[src/common/memconfig_params.svh]
// Address map of the bus subsystem and the data memory depth.
// Ranges are half-open: START is inside, END is the first address outside.
// Include wherever an address is decoded.
`ifndef MEMCONFIG_PARAMS_SVH
`define MEMCONFIG_PARAMS_SVH

// Data memory region
`define DATA_STARTADDR 32'h0000_0000
`define DATA_ENDADDR 32'h0000_3000
`define DM_WORDS 3072

// Whole device window
`define DEV_STARTADDR 32'h0000_7F00
`define DEV_ENDADDR 32'h0000_7F2C

// Timers, three registers each
`define TIMER0_STARTADDR 32'h0000_7F00
`define TIMER0_ENDADDR 32'h0000_7F0C
`define TIMER1_STARTADDR 32'h0000_7F10
`define TIMER1_ENDADDR 32'h0000_7F1C

// Single-word I/O registers
`define LED_ADDR 32'h0000_7F20
`define DIGITALTUBE_ADDR 32'h0000_7F24
`define BUTTONSWITCH_ADDR 32'h0000_7F28

`endif

[src/common/bridge_pkg.sv]
// Shared types for the memory-mapped bus subsystem.
// Bridges use the region and device enums for address decode.
// The timer uses the mode and register-offset enums.
package bridge_pkg;

    // North bridge target region
    typedef enum logic [1:0] {
        regionDm,
        regionDev,
        regionNone
    } regionT;

    // South bridge target device
    typedef enum logic [2:0] {
        devTimer0,
        devTimer1,
        devLed,
        devTube,
        devSwitch,
        devNone
    } deviceT;

    // Timer mode, ctrl bit 1
    typedef enum logic {
        modeOneShot,
        modeReload
    } timerModeT;

    // Word offset inside a timer, taken from address bits 3:2
    typedef enum logic [1:0] {
        regCtrl   = 2'd0,
        regPreset = 2'd1,
        regCount  = 2'd2
    } timerRegT;

endpackage

[src/common/busIf.sv]
// Single-cycle bus links used inside the subsystem.
// memBusIf goes to the data memory and carries byte enables.
// devBusIf goes to the south bridge and to each device, with one strobe
// and an interrupt line back from the device.
`timescale 1ns/1ps

interface memBusIf;
    logic [31:0] addr;
    logic [31:0] wData;
    logic [3:0]  we;
    logic [31:0] rData;

    modport master (output addr, output wData, output we, input rData);
    modport slave (input addr, input wData, input we, output rData);
endinterface

interface devBusIf;
    logic [31:0] addr;
    logic [31:0] wData;
    logic        we;
    logic [31:0] rData;
    logic        intr;

    modport master (output addr, output wData, output we, input rData, input intr);
    modport slave (input addr, input wData, input we, output rData, output intr);
endinterface

[src/design/northBridge.sv]
// Splits processor data-port accesses between the data memory and the
// device window behind the south bridge. Read data returns in the same
// cycle; addresses outside both regions read zero and never write.
`timescale 1ns/1ps
`include "memconfig_params.svh"

module northBridge (
    input  logic [31:0] addr,
    input  logic [31:0] wData,
    input  logic [3:0]  we,
    output logic [31:0] rData,
    memBusIf.master     mem,
    devBusIf.master     sb
);

    bridge_pkg::regionT region;

    // Region decode
    always_comb begin
        if (addr >= `DATA_STARTADDR && addr < `DATA_ENDADDR) begin
            region = bridge_pkg::regionDm;
        end else if (addr >= `DEV_STARTADDR && addr < `DEV_ENDADDR) begin
            region = bridge_pkg::regionDev;
        end else begin
            region = bridge_pkg::regionNone;
        end
    end

    assign mem.addr  = addr;
    assign mem.wData = wData;
    assign mem.we    = (region == bridge_pkg::regionDm) ? we : 4'b0000;

    // Devices only take full-word writes
    assign sb.addr  = addr;
    assign sb.wData = wData;
    assign sb.we    = (region == bridge_pkg::regionDev) ? (&we) : 1'b0;

    always_comb begin
        case (region)
            bridge_pkg::regionDm:  rData = mem.rData;
            bridge_pkg::regionDev: rData = sb.rData;
            default:               rData = 32'h0;
        endcase
    end

endmodule

[src/flat_wrapper.sv]
// flat-port wrapper written by rule: the top's interface ports become plain ports
module northBridge_flat 
  (addr, wData, we, rData, mem_addr, mem_wData, mem_we, mem_rData, sb_addr, sb_wData, sb_we, sb_rData, sb_intr);
  memBusIf mem_i ();
  devBusIf sb_i ();
  input  logic [31:0] addr;
  input  logic [31:0] wData;
  input  logic [3:0] we;
  output logic [31:0] rData;
  output wire logic [$bits(mem_i.addr)-1:0] mem_addr;
  output wire logic [$bits(mem_i.wData)-1:0] mem_wData;
  output wire logic [$bits(mem_i.we)-1:0] mem_we;
  input wire logic [$bits(mem_i.rData)-1:0] mem_rData;
  output wire logic [$bits(sb_i.addr)-1:0] sb_addr;
  output wire logic [$bits(sb_i.wData)-1:0] sb_wData;
  output wire logic [$bits(sb_i.we)-1:0] sb_we;
  input wire logic [$bits(sb_i.rData)-1:0] sb_rData;
  input wire logic [$bits(sb_i.intr)-1:0] sb_intr;
  assign mem_addr = mem_i.addr;
  assign mem_wData = mem_i.wData;
  assign mem_we = mem_i.we;
  assign mem_i.rData = mem_rData;
  assign sb_addr = sb_i.addr;
  assign sb_wData = sb_i.wData;
  assign sb_we = sb_i.we;
  assign sb_i.rData = sb_rData;
  assign sb_i.intr = sb_intr;
  northBridge u_core (.addr(addr), .wData(wData), .we(we), .rData(rData), .mem(mem_i), .sb(sb_i));
endmodule
[config.mk]
export PLATFORM = sky130hd
export DESIGN_NAME = northBridge_flat
export DESIGN_NICKNAME = d
export VERILOG_FILES = /design/src/common/bridge_pkg.sv /design/src/common/busIf.sv /design/src/design/northBridge.sv /design/src/flat_wrapper.sv
export VERILOG_INCLUDE_DIRS = /design/src /design/src/common
export SDC_FILE = /design/constraint.sdc
export NUM_CORES = 1
export LEC_CHECK = 0
export ABC_AREA = 0
export BUFFER_PORTS_ARGS = -buffer_cell sky130_fd_sc_hd__buf_2
export CORE_AREA = 2 2 115 117
export DETAILED_ROUTE_END_ITERATION = 12
export DIE_AREA = 0 0 117 119
export SYNTH_ARGS = -nofsm -noshare
export SYNTH_HDL_FRONTEND = slang
export SYNTH_SLANG_ARGS = --single-unit
[constraint.sdc]
create_clock -name vclk -period 1.6
set_input_delay 0.16 -clock vclk [all_inputs]
set_output_delay 0.16 -clock vclk [all_outputs]
set_load 0.005 [all_outputs]
After elaboration in Yosys (flattened, before gate mapping) --
Cells that the tools add are included.
Operators by class: $lt $le $gt $ge 4, mux-type cells 5, eq/ne operators 1, reduce and logical (&&, ||, !) cells 4
Operators with widths (number):
- 32-bit case mux with 2 select lines | 1
- 32-bit by 1-bit >= comparator with 1-bit output (second input constant) | 1
- 32-bit by 15-bit >= comparator with 1-bit output (second input constant) | 1
- 32-bit by 14-bit less-than comparator with 1-bit output (second input constant) | 1
- 32-bit by 15-bit less-than comparator with 1-bit output (second input constant) | 1
- 2-bit two-way mux | 2
- 4-bit two-way mux | 1
- 4-bit AND reduction | 1
- 2-bit by 1-bit == test with 1-bit output (second input constant) | 1
- 1-bit logical AND | 2
- 2-bit zero test | 1
- 1-bit two-way mux | 1
Word-level totals: input port bits 133, logic and storage cells 14, flip-flop bits (word level) 0, output and inout port bits 165

Logic depth before layout (Yosys ltp) --
depth after elaboration 6, depth in mapped cells 6, mapped depth without buffers 4

Worst setup path before layout --
Ideal clock, no wire load.
path type input port to output port, start input port addr[19], end output port rData[12], buffers on the path 2, required time 1.440 ns, arrival time 1.297 ns, stages 5, path slack 0.143 ns, cells stage by stage or3_1 > or3_1 > buf_6 > buf_8 > nor2_1
On the way: cells in the longest elaborated chain, start to end 6, elaborated cells on any way between the ends 11, those cells by class order compare (4); eq/ne (1); mux (3); reduce/logical (3)
Ends and longest elaborated chain:
- start, declared | line flat_wrapper.sv:6 | input logic [31:0] addr;
- 32-bit by 15-bit >= comparator with 1-bit output (no source line) / 32-bit by 15-bit less-than comparator with 1-bit output (equally long branches)
- 1-bit logical AND (no source line)
- 2-bit two-way mux | line northBridge.sv:22 | end else if (addr >= `DEV_STARTADDR && addr < `DEV_ENDADDR) begin
- 2-bit two-way mux * | line northBridge.sv:20 | if (addr >= `DATA_STARTADDR && addr < `DATA_ENDADDR) begin
- 2-bit by 1-bit == test with 1-bit output / 2-bit zero test (equally long branches) | line northBridge.sv:39 | case (region)
- 32-bit case mux with 2 select lines * | line northBridge.sv:39
- end, declared | line flat_wrapper.sv:9 | output logic [31:0] rData;
Mark *: on every way between the ends. The rest lies on a longest branch, timed or not.

Worst setup path after layout --
start input port addr[29], end output port rData[25]
The elaborated chain is that of the path after synthesis.

==> reports/results.tsv <==
stage	metric	value	unit
logic_synthesis	most frequent cell after synthesis	buf_4	
place	GP Congestion	0.661	
grt	met3 Use GR	0.407	%
setup_path	CP Max Fanout	22	
grt	antenna violations before repair	0	
routing	DR pass1 iterations	4	
sta	setup tns final	-1790	ps
setup_path	CP endpoint kind	primary output	
finish	Seq. cell area	0	um^2
finish	Final Net Count	443	
finish	fraction of layout cells with a size suffix above 1	78.6	%
logic_synthesis	Seq/Total Area, Yosys	0	%
floorplanning	std cell rows	42	
grt	GRT Residual Overflow	0	
setup_path	CP Class	input port to primary output	
finish	seq_cells	0	
logic_synthesis	post-synth cell types	20	
logic_synthesis	Post-Synth Simple-Gate Area	14.8	%
routing	Vias/cell	3.51	
setup_path	critical path required time	1440	ps
place	Post-Place Setup Slack	-287	ps
sta	worst slew pin tran	288	ps
sta	Final Setup Violations	33	
grt	largest net degree at the start of global routing	37	
sta	RSZ-0062 raised after global routing	true	
routing	routed length per placed instance	11.8	um
clock_network	hold buffers post-CTS	0	
logic_synthesis	largest family of logic cells by synthesized area	buffers and inverters	
sta	Max Clk Rate	0.588	GHz
logic_synthesis	Post-Syn Area	0.00156	mm^2
grt	vias in the first global route	1375	
power	Overall Power	0.361	mW
logic_synthesis	adder-cell share of the synthesized area	0	%
logic_synthesis	Mapped Cells	224	
finish	Area growth syn-to-layout	37.8	%
floorplanning	Die Height	119	um
grt	met1 Use GR	5.28	%
finish	post-layout instance area	0.00215	mm^2
grt	met2 GRT Util	13.4	%
floorplanning	IO Pins	298	
logic_synthesis	post-synthesis compound-gate area fraction	18.0	%
place	I/O Buffers	195	
grt	Total GRT Usage	5.93	%
hold_path	hold path depth	0	
floorplanning	core area	0.0129	mm^2
logic_synthesis	XOR/XNOR Fraction of Synth Area	0	%
floorplanning	die area	0.0139	mm^2
logic_synthesis	Synth top area share	61.7	%
sta	final hold vios	0	
logic_synthesis	Mapped Avg Cell Area	6.95	um^2
sta	final slew viol count	0	
logic_synthesis	Post-Syn Nets	357	
routing	vias after detailed routing	1699	
outcome	failing checks	setup timing	
power	Leakage Power	1.11	nW
grt	GRT Max-Usage Layer	met2	
outcome	outcome	finished with violations	
place	DP Area	0.00192	mm^2
floorplanning	Die Wd	117	um
logic_synthesis	warnings from Yosys	0	
logic_synthesis	Area contributors post-synth	buf_4 (62%), a22oi_1 (15%), nor2_1 (7.7%)	
sta	Final period util	106	%
grt	first-pass GRT wire length	6.56	mm
logic_synthesis	Yosys top cell by area	buf_4	
place	placed instance count	479	
floorplanning	starting density of the core	12.1	%
routing	Detail Route Antenna Nets	0	
setup_path	crit path launch type	input port	
logic_synthesis	mux share of post-synthesis cell area	0	%
power	worst IR drop on VDD	0.0531	mV
place	Detailed Place HPWL	4.42	mm
logic_synthesis	Synth top cells by count	buf_4 (128), a22oi_1 (32), nor2_1 (32)	
sta	crit path time final	1700	ps
finish	clock buf count	0	
routing	Residual DRC	0	
flow_run	maxcap violations	0	
routing	total wire length	5.70	mm
finish	# diodes	0	
setup_path	CP Data Arrival Time	1540	ps
hold_path	Hold WC Path Type	input port to primary output	
routing	initial DRC count	55	
power	pwr/cell area	168	mW/mm^2
sta	final worst slack	-99.4	ps
sta	Slew headroom	80.8	%
finish	non-filler cells, final	484	
[critical path, cell delays in order]
cell and delay (ps):
buf_8 100, nor4_4 260, nand2_1 130, or3_4 450, buf_12 180, nor2_1 120, buf_2 120
[final timing paths]
path	start	to	slack (ps)
setup / recovery	addr[29]	rData[25]	-100
hold / removal	wData[20]	mem_wData[20]	320
[final cells by class]
type,instances,area [um^2]
Inverter,1,3.75
Fill cell,1462,10700
Timing Repair Buffer,222,1300
Multi-Input combinational cell,85,626
Tap cell,176,220
[power by group]
group	switching, mW	internal (mW)
registers	0	0
logic	0.152	0.209
clock network	0	0
total	0.152	0.209
[per-layer routing]
| layer | part of all wire (%) | routed length [um] | up-vias |
|---|---|---|---|
| li1 | - | - | 795 |
| met1 | 34 | 1940 | 748 |
| met2 | 54 | 3080 | 130 |
| met3 | 10 | 582 | 26 |
| met4 | 1.6 | 93 | 0 |
| met5 | 0 | 0 | - |
[cell families (layout without fill, tap and decap cells)]
group | after synthesis | count (layout)
buf+inv | 139 | 223
simple gates | 50 | 50
compound gates | 35 | 35
[cell usage in the layout (no fill, tap or decap)]
cell,synthesis,routed
nand4b_1,1,1
nor3_1,2,2
a21o_1,1,1
a21oi_4,0,1
nand2_1,3,2
or3_4,0,2
nor2_2,1,8
and3_4,0,1
buf_12,0,3
nand2_2,0,1
inv_2,0,1
buf_6,1,7
nand4bb_4,0,1
nand4_1,1,1
nor4_4,0,3
a22oi_1,32,32
nor2_1,32,24
buf_2,3,190
and3_1,4,3
buf_4,128,19
clkbuf_16,0,2
buf_8,3,1
a2111oi_4,1,1
nor2_4,0,1
[stage by stage]
step                      utilization (%)  hold slack (ps)
final                                16.7              320
after CTS                            15.9              320
after global routing                 16.7              320
after floorplan                         -              401
after detailed placement             14.9              320
after global placement               14.9              320
[timing repair]
action,in CTS,in global routing
cloned,1,2
buffers inserted,1,1
resized for setup,23,10
endpoints found under the setup margin,37,37
pin swaps,4,5
(Power assumes the default switching activity.)
