$ cat src/common/memconfig_params.svh
// Address map of the bus subsystem and the data memory depth.
// Ranges are half-open: START is inside, END is the first address outside.
// Include wherever an address is decoded.
`ifndef MEMCONFIG_PARAMS_SVH
`define MEMCONFIG_PARAMS_SVH

// Data memory region
`define DATA_STARTADDR 32'h0000_0000
`define DATA_ENDADDR 32'h0000_3000
`define DM_WORDS 3072

// Whole device window
`define DEV_STARTADDR 32'h0000_7F00
`define DEV_ENDADDR 32'h0000_7F2C

// Timers, three registers each
`define TIMER0_STARTADDR 32'h0000_7F00
`define TIMER0_ENDADDR 32'h0000_7F0C
`define TIMER1_STARTADDR 32'h0000_7F10
`define TIMER1_ENDADDR 32'h0000_7F1C

// Single-word I/O registers
`define LED_ADDR 32'h0000_7F20
`define DIGITALTUBE_ADDR 32'h0000_7F24
`define BUTTONSWITCH_ADDR 32'h0000_7F28

`endif

$ cat src/common/bridge_pkg.sv
// Shared types for the memory-mapped bus subsystem.
// Bridges use the region and device enums for address decode.
// The timer uses the mode and register-offset enums.
package bridge_pkg;

    // North bridge target region
    typedef enum logic [1:0] {
        regionDm,
        regionDev,
        regionNone
    } regionT;

    // South bridge target device
    typedef enum logic [2:0] {
        devTimer0,
        devTimer1,
        devLed,
        devTube,
        devSwitch,
        devNone
    } deviceT;

    // Timer mode, ctrl bit 1
    typedef enum logic {
        modeOneShot,
        modeReload
    } timerModeT;

    // Word offset inside a timer, taken from address bits 3:2
    typedef enum logic [1:0] {
        regCtrl   = 2'd0,
        regPreset = 2'd1,
        regCount  = 2'd2
    } timerRegT;

endpackage

$ cat src/common/busIf.sv


interface devBusIf;
    logic [31:0] addr;
    logic [31:0] wData;
    logic        we;
    logic [31:0] rData;
    logic        intr;

    modport master (output addr, output wData, output we, input rData, input intr);
    modport slave (input addr, input wData, input we, output rData, output intr);
endinterface

$ cat src/design/southBridge.sv
// Decodes the device window into the two timers and the I/O port.
// Forwards the write strobe to the selected device only, muxes its read
// data back and packs the device interrupts into the hardware vector.
`timescale 1ns/1ps
`include "memconfig_params.svh"

module southBridge (
    devBusIf.slave  up,
    devBusIf.master tmr0,
    devBusIf.master tmr1,
    devBusIf.master io,
    output logic [5:0] hwInt
);

    bridge_pkg::deviceT dev;
    logic ioSel;

    always_comb begin
        dev = bridge_pkg::devNone;
        if (up.addr >= `TIMER0_STARTADDR && up.addr < `TIMER0_ENDADDR) begin
            dev = bridge_pkg::devTimer0;
        end else if (up.addr >= `TIMER1_STARTADDR && up.addr < `TIMER1_ENDADDR) begin
            dev = bridge_pkg::devTimer1;
        end else if (up.addr == `LED_ADDR) begin
            dev = bridge_pkg::devLed;
        end else if (up.addr == `DIGITALTUBE_ADDR) begin
            dev = bridge_pkg::devTube;
        end else if (up.addr == `BUTTONSWITCH_ADDR) begin
            dev = bridge_pkg::devSwitch;
        end
    end

    // LED, tube and switch all live in ioPorts
    assign ioSel = (dev == bridge_pkg::devLed) || (dev == bridge_pkg::devTube) ||
                   (dev == bridge_pkg::devSwitch);

    assign tmr0.addr  = up.addr;
    assign tmr0.wData = up.wData;
    assign tmr0.we    = up.we && (dev == bridge_pkg::devTimer0);

    assign tmr1.addr  = up.addr;
    assign tmr1.wData = up.wData;
    assign tmr1.we    = up.we && (dev == bridge_pkg::devTimer1);

    assign io.addr  = up.addr;
    assign io.wData = up.wData;
    assign io.we    = up.we && ioSel;

    // Holes in the window read zero
    always_comb begin
        case (dev)
            bridge_pkg::devTimer0: up.rData = tmr0.rData;
            bridge_pkg::devTimer1: up.rData = tmr1.rData;
            bridge_pkg::devLed,
            bridge_pkg::devTube,
            bridge_pkg::devSwitch: up.rData = io.rData;
            default:               up.rData = 32'h0;
        endcase
    end

    // Bridge link carries no interrupt
    assign up.intr = 1'b0;
    assign hwInt   = {3'b000, io.intr, tmr1.intr, tmr0.intr};

endmodule

$ cat src/flat_wrapper.sv
// flat-port wrapper written by rule: the top's interface ports become plain ports
module southBridge_flat 
  (hwInt, up_addr, up_wData, up_we, up_rData, up_intr, tmr0_addr, tmr0_wData, tmr0_we, tmr0_rData, tmr0_intr, tmr1_addr, tmr1_wData, tmr1_we, tmr1_rData, tmr1_intr, io_addr, io_wData, io_we, io_rData, io_intr);
  devBusIf up_i ();
  devBusIf tmr0_i ();
  devBusIf tmr1_i ();
  devBusIf io_i ();
  output logic [5:0] hwInt;
  input wire logic [$bits(up_i.addr)-1:0] up_addr;
  input wire logic [$bits(up_i.wData)-1:0] up_wData;
  input wire logic [$bits(up_i.we)-1:0] up_we;
  output wire logic [$bits(up_i.rData)-1:0] up_rData;
  output wire logic [$bits(up_i.intr)-1:0] up_intr;
  output wire logic [$bits(tmr0_i.addr)-1:0] tmr0_addr;
  output wire logic [$bits(tmr0_i.wData)-1:0] tmr0_wData;
  output wire logic [$bits(tmr0_i.we)-1:0] tmr0_we;
  input wire logic [$bits(tmr0_i.rData)-1:0] tmr0_rData;
  input wire logic [$bits(tmr0_i.intr)-1:0] tmr0_intr;
  output wire logic [$bits(tmr1_i.addr)-1:0] tmr1_addr;
  output wire logic [$bits(tmr1_i.wData)-1:0] tmr1_wData;
  output wire logic [$bits(tmr1_i.we)-1:0] tmr1_we;
  input wire logic [$bits(tmr1_i.rData)-1:0] tmr1_rData;
  input wire logic [$bits(tmr1_i.intr)-1:0] tmr1_intr;
  output wire logic [$bits(io_i.addr)-1:0] io_addr;
  output wire logic [$bits(io_i.wData)-1:0] io_wData;
  output wire logic [$bits(io_i.we)-1:0] io_we;
  input wire logic [$bits(io_i.rData)-1:0] io_rData;
  input wire logic [$bits(io_i.intr)-1:0] io_intr;
  assign up_i.addr = up_addr;
  assign up_i.wData = up_wData;
  assign up_i.we = up_we;
  assign up_rData = up_i.rData;
  assign up_intr = up_i.intr;
  assign tmr0_addr = tmr0_i.addr;
  assign tmr0_wData = tmr0_i.wData;
  assign tmr0_we = tmr0_i.we;
  assign tmr0_i.rData = tmr0_rData;
  assign tmr0_i.intr = tmr0_intr;
  assign tmr1_addr = tmr1_i.addr;
  assign tmr1_wData = tmr1_i.wData;
  assign tmr1_we = tmr1_i.we;
  assign tmr1_i.rData = tmr1_rData;
  assign tmr1_i.intr = tmr1_intr;
  assign io_addr = io_i.addr;
  assign io_wData = io_i.wData;
  assign io_we = io_i.we;
  assign io_i.rData = io_rData;
  assign io_i.intr = io_intr;
  southBridge u_core (.up(up_i), .tmr0(tmr0_i), .tmr1(tmr1_i), .io(io_i), .hwInt(hwInt));
endmodule
$ cat config.mk
export PLATFORM = sky130hd
export DESIGN_NAME = southBridge_flat
export DESIGN_NICKNAME = d
export VERILOG_FILES = /design/src/common/bridge_pkg.sv /design/src/common/busIf.sv /design/src/design/southBridge.sv /design/src/flat_wrapper.sv
export VERILOG_INCLUDE_DIRS = /design/src /design/src/common
export SDC_FILE = /design/constraint.sdc
export NUM_CORES = 1
export LEC_CHECK = 0
export BUFFER_PORTS_ARGS = -buffer_cell sky130_fd_sc_hd__buf_2
export CORE_AREA = 2 2 154 156
export DETAILED_ROUTE_END_ITERATION = 7
export DIE_AREA = 0 0 156 158
export PLACE_DENSITY_LB_ADDON = 0.05
export SYNTH_ARGS = -nofsm -noshare
export SYNTH_HDL_FRONTEND = slang
export SYNTH_SLANG_ARGS = --single-unit
$ cat constraint.sdc
create_clock -name vclk -period 2.1
set_input_delay 0.42 -clock vclk [all_inputs]
set_output_delay 0.42 -clock vclk [all_outputs]
set_load 0.03 [all_outputs]
# Word-level counts from Yosys, hierarchy flattened

Cells that the tools add are included.

$add $sub $neg: 0
Multiply operators: 0
Div/mod/pow operators: 0
Order comparisons: 4
Eq/ne operators: 7
Shift operators: 0
Muxes and demuxes: 6
Bitwise logic cells: 0
Reductions and logical operators: 9

Operators by type and width:

| cell                 | count |
|---|---|
| $eq 32x15->1 const B | 3 |
| $pmux 32 s3          | 1 |
| $ge 32x15->1 const B | 2 |
| $lt 32x15->1 const B | 2 |
| $mux 3               | 4 |
| $eq 3x2->1 const B   | 2 |
| $logic_and 1x1->1    | 5 |
| $eq 3x1->1 const B   | 1 |
| $eq 3x3->1 const B   | 1 |
| $logic_not 3->1      | 1 |
| $reduce_or 3->1      | 1 |
| $logic_or 1x1->1     | 2 |
| $mux 1               | 1 |

Bits in registers: 0
Latch bits: 0
RAM bits: 0
ROM bits: 0
Bits of input ports: 164
Memories: 0

# Longest topological paths before layout

Gate-level depths: netlist (run 1).

Word-level depth: 10
Gate-level depth with buffers: 7
Depth with buffers taken out: 4

# Least setup slack after synthesis (run 1)

No wires, ideal clock.

Path type: in2out
Start: in up_addr[15]
End: out tmr1_we
Arrival time: 2.157 ns
Required time: 1.680 ns
Path slack: -0.477 ns
Stages: 5
Cell sequence: nand4b_1 -> or2_1 -> buf_2 -> clkbuf_1 -> nor4_1

Cells in the longest elaborated chain, start to end: 8
Elaborated cells on any way between the ends: 16
Those cells by class: 4 x order compare; 4 x eq/ne; 5 x mux; 3 x reduce/logical

Ends and longest elaborated chain:

| element                                                              | RTL line           | RTL |
|---|---|---|
| from (decl)                                                          | flat_wrapper.sv:9  | `input wire logic [$bits(up_i.addr)-1:0] up_addr;` |
| parallel branches: the longest is 5 deep, another holds $ge 32x15->1 | --                 |  |
| $mux 3 *                                                             | southBridge.sv:20  | `` if (up.addr >= `TIMER0_STARTADDR && up.addr < `TIMER0_ENDADDR) begin `` |
| $eq 3x1->1 *                                                         | southBridge.sv:43  | `assign tmr1.we = up.we && (dev == bridge_pkg::devTimer1);` |
| $logic_and 1x1->1 *                                                  | southBridge.sv:43  |  |
| to (decl)                                                            | flat_wrapper.sv:21 | `output wire logic [$bits(tmr1_i.we)-1:0] tmr1_we;` |

Mark *: on every way between the ends.

# Worst setup path in the final report (run 1)

Start: in up_addr[31]
End: out up_rData[8]

Cells in the longest elaborated chain, start to end: 9
Elaborated cells on any way between the ends: 21
Those cells by class: 4 x order compare; 7 x eq/ne; 6 x mux; 4 x reduce/logical

Ends and longest elaborated chain:

| element                                                              | RTL line           | RTL |
|---|---|---|
| parallel branches: the longest is 5 deep, another holds $ge 32x15->1 | --                 |  |
| $mux 3 *                                                             | southBridge.sv:20  |  |
| $eq 3x3->1 or $eq 3x2->1 (tied branches)                             | southBridge.sv:51  | `case (dev)` |
| $reduce_or 3->1                                                      | southBridge.sv:51  |  |
| $pmux 32 s3 *                                                        | southBridge.sv:51  |  |
| to (decl)                                                            | flat_wrapper.sv:12 | `output wire logic [$bits(up_i.rData)-1:0] up_rData;` |

Marked as above.

==> results.toml, run 1 <==
[outcome]
status = "complete, but fails checks"
violations = "setup timing"

[sta]
whs_ns = 0.840
fmax_ghz = 0.405
rsz0062_at_grt = "yes"
setup_violations = 35
hold_viol = 0
setup-tns-final_ns = -12.09
setup_slack_ns = -0.371
fin_crit_ns = 2.47
fin_crit_sh = 1.18
slew_violations = 0

[drt]
drt_pass1_iterations = 4
viasPerCell = 3.80
remaining_drc_errors = 0
routed_wirelength_mm = 13.2
routedWlPerCell_um = 17.2
drtAntennaViolNets = 0
num_vias = 2915
drtIter0Drc = 85

[final_layout]
final_area_um2 = 4030
area_delta_synth_final_pct = 40.8
final_core_util = 0.175
final_cell_mix = "buf_2, buf_6, buf_4"
seqCellArea_um2 = 0
nClkBuffers = 0
fin_nets = 643
final_cells = 768
layout-drive-gt1-share = 0.784
seq_cells = 0
fill_cells = 2670
layout_commonest_cell = "buf_2"

[pwr]
max-vdd-ir-drop_mv = 0.0577
powerDensity_nw_per_um2 = 157
leakage_nw = 2.06
power.total_uw = 632

[logic_synthesis]
synth_area_um2 = 2860
yosysSeqAreaShare = 0
synth_warnings = 0
syn_inst = 380
syn_avg_cell_area_um2 = 7.53
yosysUniqueCellTypes = 25

[critical_path]
worst_path_most_repeated_cell = "buf_6"
crit_slowest_cell = "nor4_4"
slowest_delay_ns = 0.34
cp_cell_sequence = "buf_6, nor4_4, nand4_4, nor4bb_4, buf_6, buf_8, a221o_2, buf_6"
worstPathArrival_ns = 2.05
cp-end-kind = "primary output"
cp_top_family = "simple AND/OR/NAND/NOR gates"
cp_num_buf_inv = 4
path_class = "in -> out"
critPathLaunchType = "input port"
critical_path_peak_fanout = 10
required_ns = 1.68

[placement]
io_buffers = 260
placed_cells = 755
place_ws_ns = -0.490
gp_congestion = 0.701
place_area_um2 = 3480
hpwl_mm = 10.3

[grt]
grt_use_total = 0.0948
grt_max_degree = 34
grt-ovfl-total = 0
grt_pass1_wl_mm = 18.1
grt_pass1_vias = 3014
antenna_found_initial = 1

[cts]
ctsHoldBuffers = 0

[worst_hold_path]
worstHoldPathType = "in -> out"
hold_path_end = "io_wData[4]"
min_from = "up_wData[4]"
hold_path_depth = 0

[floorplan]
rows = 56
num_io_pins = 398
die_h_um = 158
core_area_um2 = 23100
die_x_um = 156
initial_core_util = 0.124
dieArea_um2 = 24600

[job]
drv_cap = 0
[where the power goes]
group / total (mW) / internal [mW] / switching (mW) / leakage [nW]
Clock: 0.0000000639 / 0.0000000639 / 0 / 0.00000634
Combinational: 0.632 / 0.249 / 0.383 / 2.06
Sequential: 0 / 0 / 0 / 0
Total: 0.632 / 0.249 / 0.383 / 2.06
[area by class of cell]
| class | count | area, µm² | share of cell area |
|---|---|---|---|
| repair buffers | 323 | 2330 | 0.579 |
| well taps | 290 | 363 | 0.0901 |
| diodes | 1 | 2.50 | 0.000621 |
| multi-input cells | 154 | 1330 | 0.330 |
[what timing repair did]
| action | 4_1_cts | 5_1_grt |
|---|---|---|
| setup endpoints to repair | 35 | 35 |
| setup buffers | 6 | 2 |
| pin swaps | 6 | 9 |
| resized for setup | 96 | 8 |
| cloned | 3 | 2 |
[how the worst max path moves through the flow]
stage	slack, ns	endpoint	cells past startpoint	startpoint
after floorplan	-0.08	up_rData[19]	7	up_addr[15]
after global placement	-0.49	io_we	8	up_addr[15]
after detailed placement	-0.49	io_we	8	up_addr[15]
after CTS	-0.41	up_rData[22]	8	up_addr[31]
after global routing	-0.48	up_rData[27]	8	up_addr[17]
final	-0.37	up_rData[8]	8	up_addr[31]
[metal layers]
layer	track usage	up-vias	share of wire
li1	-	1366	-
met1	0.104	1355	0.38
met2	0.188	158	0.52
met3	0.0170	36	0.084
met4	0.0205	0	0.020
met5	0	-	0
[synth_stat cells (3+ instances only)]
cell type  instances  area share
and4b_1           32        0.11
a221o_1           32        0.11
buf_12             3       0.021
clkbuf_1          16       0.021
buf_2             10       0.017
nor4_4             4       0.030
buf_4            200        0.52
nor4_1            33       0.072
nand2_1           34       0.045
[cells by family (layout without fill, tap and decap cells)]
family,after synthesis,count (layout),share of synthesized area
compound gates,34,34,0.118
buf+inv,229,323,0.584
simple gates,116,116,0.296
other cells,1,5,0.00131
No activity file was read; power rests on OpenSTA's default activity.
==> inputs of run 2 (changes only) <==
--- a/config.mk
+++ b/config.mk
@@ -7,9 +7,9 @@
 export NUM_CORES = 1
 export LEC_CHECK = 0
 export BUFFER_PORTS_ARGS = -buffer_cell sky130_fd_sc_hd__buf_2
-export CORE_AREA = 2 2 154 156
+export CORE_AREA = 2 2 153 155
 export DETAILED_ROUTE_END_ITERATION = 7
-export DIE_AREA = 0 0 156 158
+export DIE_AREA = 0 0 155 157
 export PLACE_DENSITY_LB_ADDON = 0.05
 export SYNTH_ARGS = -nofsm -noshare
 export SYNTH_HDL_FRONTEND = slang
==> constraint.sdc (replaced) <==
create_clock -name vclk -period 3
set_input_delay 0.6 -clock vclk [all_inputs]
set_output_delay 0.6 -clock vclk [all_outputs]
set_load 0.03 [all_outputs]
==> run 2 against run 1 <==
Against the previous run: the flow now finishes without violations; global-route usage grew 0.087 points; combinational power shrank 35%; critical path depth is the same; utilization shrank 1.6 points; worst hold slack gained 0.36 ns; critical path type unchanged; via count shrank 2.7%; power shrank 35%; sequential share of layout area is the same; largest power group unchanged.
==> results.toml, run 2 (synthesis results as in run 1) <==
[outcome]
status = "completed"

[sta]
slew_headroom = 0.551
fin_crit_sh = 0.965
setup-tns-final_ns = 0
fmax_ghz = 0.345
fin_crit_ns = 2.90
worst_pin_slew_ns = 0.673
hold_viol = 0
rsz0062_at_grt = "yes"
slew_violations = 0
setup_violations = 0

[drt]
viasPerCell = 3.85
remaining_drc_errors = 0
routed_wirelength_mm = 13.4
drtAntennaViolNets = 0
drt_pass1_iterations = 4
routedWlPerCell_um = 18.2
num_vias = 2836
drtIter0Drc = 96

[critical_path]
startpoint = "up_addr[15]"
path_class = "in -> out"
worstPathArrival_ns = 2.30
required_ns = 2.40
critPathLaunchType = "input port"
crit_end = "up_rData[8]"
critical_path_peak_fanout = 8
cp-end-kind = "primary output"

[job]
drv_cap = 0

[floorplan]
num_io_pins = 398
die_x_um = 155
rows = 55
core_area_um2 = 22500
die_h_um = 157
initial_core_util = 0.127
dieArea_um2 = 24300

[final_layout]
fin_nets = 615
seqCellArea_um2 = 0
final_cell_mix = "buf_2, buf_4, nand2_1"
fill_cells = 2624
layout-drive-gt1-share = 0.713
layout_commonest_cell = "buf_2"
final_cells = 736
nClkBuffers = 0
final_area_um2 = 3570
area_delta_synth_final_pct = 24.7
final_core_util = 0.159
seq_cells = 0

[grt]
grt_pass1_wl_mm = 18.0
grt_use_total = 0.0957
use_met2 = 0.200
grt_pass1_vias = 2898
antenna_found_initial = 1
grt_use_met3 = 0.0135
grt-ovfl-total = 0
grt_use_met1 = 0.100
grt_busiest_layer = "met2"
grt_max_degree = 37

[worst_hold_path]
worstHoldPathType = "in -> out"

[placement]
placed_cells = 726
place_area_um2 = 3180
hpwl_mm = 10.5
io_buffers = 260
gp_congestion = 0.640

[pwr]
max-vdd-ir-drop_mv = 0.0353
leakage_nw = 1.86
power.total_uw = 409
powerDensity_nw_per_um2 = 115

[cts]
ctsHoldBuffers = 0
==> run 2: cell types whose count changed in the layout (fill, tap and decap cells not counted), sizes merged <==
cell and change:
buf -33, clkbuf +5, diode +1
==> run 2: how the worst min path moves through the flow <==
| stage | startpoint | endpoint | slack [ns] | cells past startpoint |
|---|---|---|---|---|
| after floorplan | tmr0_intr | hwInt[0] | 1.33 | 1 |
| after global routing | up_wData[22] | tmr1_wData[22] | 1.20 | 0 |
| after CTS | tmr1_intr | hwInt[1] | 1.20 | 0 |
| after detailed placement | tmr1_intr | hwInt[1] | 1.20 | 0 |
| after global placement | tmr1_intr | hwInt[1] | 1.20 | 0 |
| final | up_wData[12] | io_wData[12] | 1.20 | 0 |
==> run 2: critical path: stages <==
cell and delay [ns]:
buf_2 0.11, nand4b_1 0.26, or2_4 0.34, nor4bb_4 0.30, buf_6 0.20, clkbuf_16 0.17
a221o_1 0.17, buf_6 0.14
==> run 2: what timing repair did <==
action	4_1_cts	5_1_grt
setup buffers	3	2
gates cloned	0	3
pin swaps	1	10
resized for setup	10	92
setup endpoints to repair	32	32
endpoints found under the hold margin	0	0
==> run 2: through the flow <==
step,setup slack (ns),hold WS (ns)
2_1_floorplan,0.0630,1.33
3_3_place_gp,-0.105,1.20
3_5_place_dp,-0.0989,1.20
4_1_cts,0.00335,1.20
5_1_grt,-0.0281,1.20
6_report,0.105,1.20
==> run 2: power breakdown <==
group             total, mW  switching (mW)  internal [mW]
Clock          0.0000000891               0   0.0000000891
Combinational         0.409           0.266          0.142
Sequential                0               0              0
==> run 2: layer usage <==
| metal | vias up | part of all wire |
|---|---|---|
| met2 | 168 | 0.54 |
| met3 | 33 | 0.073 |
| li1 | 1310 | - |
| met4 | 0 | 0.018 |
| met5 | - | 0 |
| met1 | 1325 | 0.37 |
==> run 2: final cells by class <==
type	instances	area, µm²	area share
diodes	2	5.00	0.00140
multi-input cells	154	1330	0.372
well taps	285	357	0.100
repair buffers	295	1880	0.526
==> inputs of run 3 (changes only) <==
--- a/config.mk
+++ b/config.mk
@@ -6,11 +6,12 @@
 export SDC_FILE = /design/constraint.sdc
 export NUM_CORES = 1
 export LEC_CHECK = 0
+export ABC_AREA = 0
 export BUFFER_PORTS_ARGS = -buffer_cell sky130_fd_sc_hd__buf_2
 export CORE_AREA = 2 2 153 155
 export DETAILED_ROUTE_END_ITERATION = 7
 export DIE_AREA = 0 0 155 157
-export PLACE_DENSITY_LB_ADDON = 0.05
+export PLACE_DENSITY = 0.41
 export SYNTH_ARGS = -nofsm -noshare
 export SYNTH_HDL_FRONTEND = slang
 export SYNTH_SLANG_ARGS = --single-unit
==> run 3 against run 2 <==
Against the previous run: power decreased by 2.4%; die area did not move; critical path depth decreased by 1; utilization down 0.90 points; sequential share of layout area unchanged; largest cell class unchanged; highest routed layer is now met5.
==> results.toml, run 3 (synthesis results as in run 1) <==
[floorplan]
core_area_um2 = 22500
rows = 55
initial_core_util = 0.127
dieArea_um2 = 24300
die_x_um = 155
num_io_pins = 398
die_h_um = 157

[critical_path]
worstPathArrival_ns = 2.35
crit_slowest_cell = "nor4_1"
required_ns = 2.40
cp_cell_sequence = "buf_2, nor4_4, nand4_4, buf_4, nor4_1, a221o_1, clkbuf_4"
critical_path_peak_fanout = 22
cp-end-kind = "primary output"
startpoint = "up_addr[31]"
path_class = "in -> out"
cp_num_buf_inv = 3
critPathLaunchType = "input port"
cp_top_family = "simple AND/OR/NAND/NOR gates"
slowest_delay_ns = 0.44

[sta]
slew_violations = 0
setup_violations = 0
rsz0062_at_grt = "yes"
setup-tns-final_ns = 0
slew_headroom = 0.541
hold_viol = 0
fin_crit_sh = 0.983
fmax_ghz = 0.339
setup_slack_ns = 0.0509
fin_crit_ns = 2.95
worst_pin_slew_ns = 0.689

[final_layout]
area_delta_synth_final_pct = 17.6
seq_cells = 0
final_core_util = 0.150
fin_nets = 612
layout-drive-gt1-share = 0.682
nClkBuffers = 0
final_cell_mix = "buf_2, nand2_1, nor4_1, buf_4"
seqCellArea_um2 = 0
layout_commonest_cell = "buf_2"

[worst_hold_path]
min_from = "up_wData[8]"
worstHoldPathType = "in -> out"
hold_path_depth = 0
hold_path_end = "io_wData[8]"

[drt]
remaining_drc_errors = 0
routedWlPerCell_um = 17.5
drtIter0Drc = 147
drtAntennaViolNets = 0
viasPerCell = 3.79
routed_wirelength_mm = 12.8
num_vias = 2781
drt_pass1_iterations = 4

[grt]
grt_use_total = 0.0919
grt_use_met3 = 0.0149
grt_pass1_vias = 2740
grt_max_degree = 37
grt-ovfl-total = 0
grt_pass1_wl_mm = 16.9
grt_busiest_layer = "met2"
use_met2 = 0.172
antenna_found_initial = 2
grt_use_met1 = 0.103

[placement]
hpwl_mm = 9.38
gp_congestion = 0.716
io_buffers = 260
place_ws_ns = -0.0299

[pwr]
max-vdd-ir-drop_mv = 0.0756
leakage_nw = 1.81
power.total_uw = 399
powerDensity_nw_per_um2 = 119

[job]
drv_cap = 0

[outcome]
status = "completed"

[cts]
ctsHoldBuffers = 0
## run 3: report_power, final
part / total (mW) / leakage, nW / switching, mW / internal (mW)
sequential: 0 / 0 / 0 / 0
combinational: 0.399 / 1.81 / 0.263 / 0.136
clock: 0.0000000138 / 0.0000111 / 0 / 0.0000000138
total: 0.399 / 1.81 / 0.263 / 0.136
## run 3: area by class of cell
class                      instances  area [µm²]
timing repair buffer             292        1760
antenna                            2        5.00
tap                              285         357
multi-input combinational        154        1240
fill                            2597       19100
## run 3: what timing repair did
item,CTS,global route
cloned,1,1
setup buffers,2,1
pin swaps,2,3
gates resized for setup,3,54
setup endpoints to repair,6,33
## run 3: worst max-delay path by stage
stage | endpoint | cells past startpoint
after floorplan | tmr1_we | 5
after global placement | up_rData[28] | 8
after detailed placement | up_rData[28] | 8
after CTS | up_rData[19] | 8
after global routing | up_rData[4] | 9
final | up_rData[7] | 7
## run 3: stage by stage
step                      cell area [µm²]  hold WS [ns]  std cells
final                                3360          1.20        733
after global routing                 3360          1.20        732
after CTS                            3220          1.20        729
after detailed placement             3170          1.20        726
after global placement               3170          1.20        726
after floorplan                      2870          1.33        383
## run 3: per-layer routing
metal | vias up | wire length, µm
met4 | 2 | 501
met5 | - | 13
met2 | 172 | 6440
met3 | 57 | 975
li1 | 1304 | -
met1 | 1246 | 4880
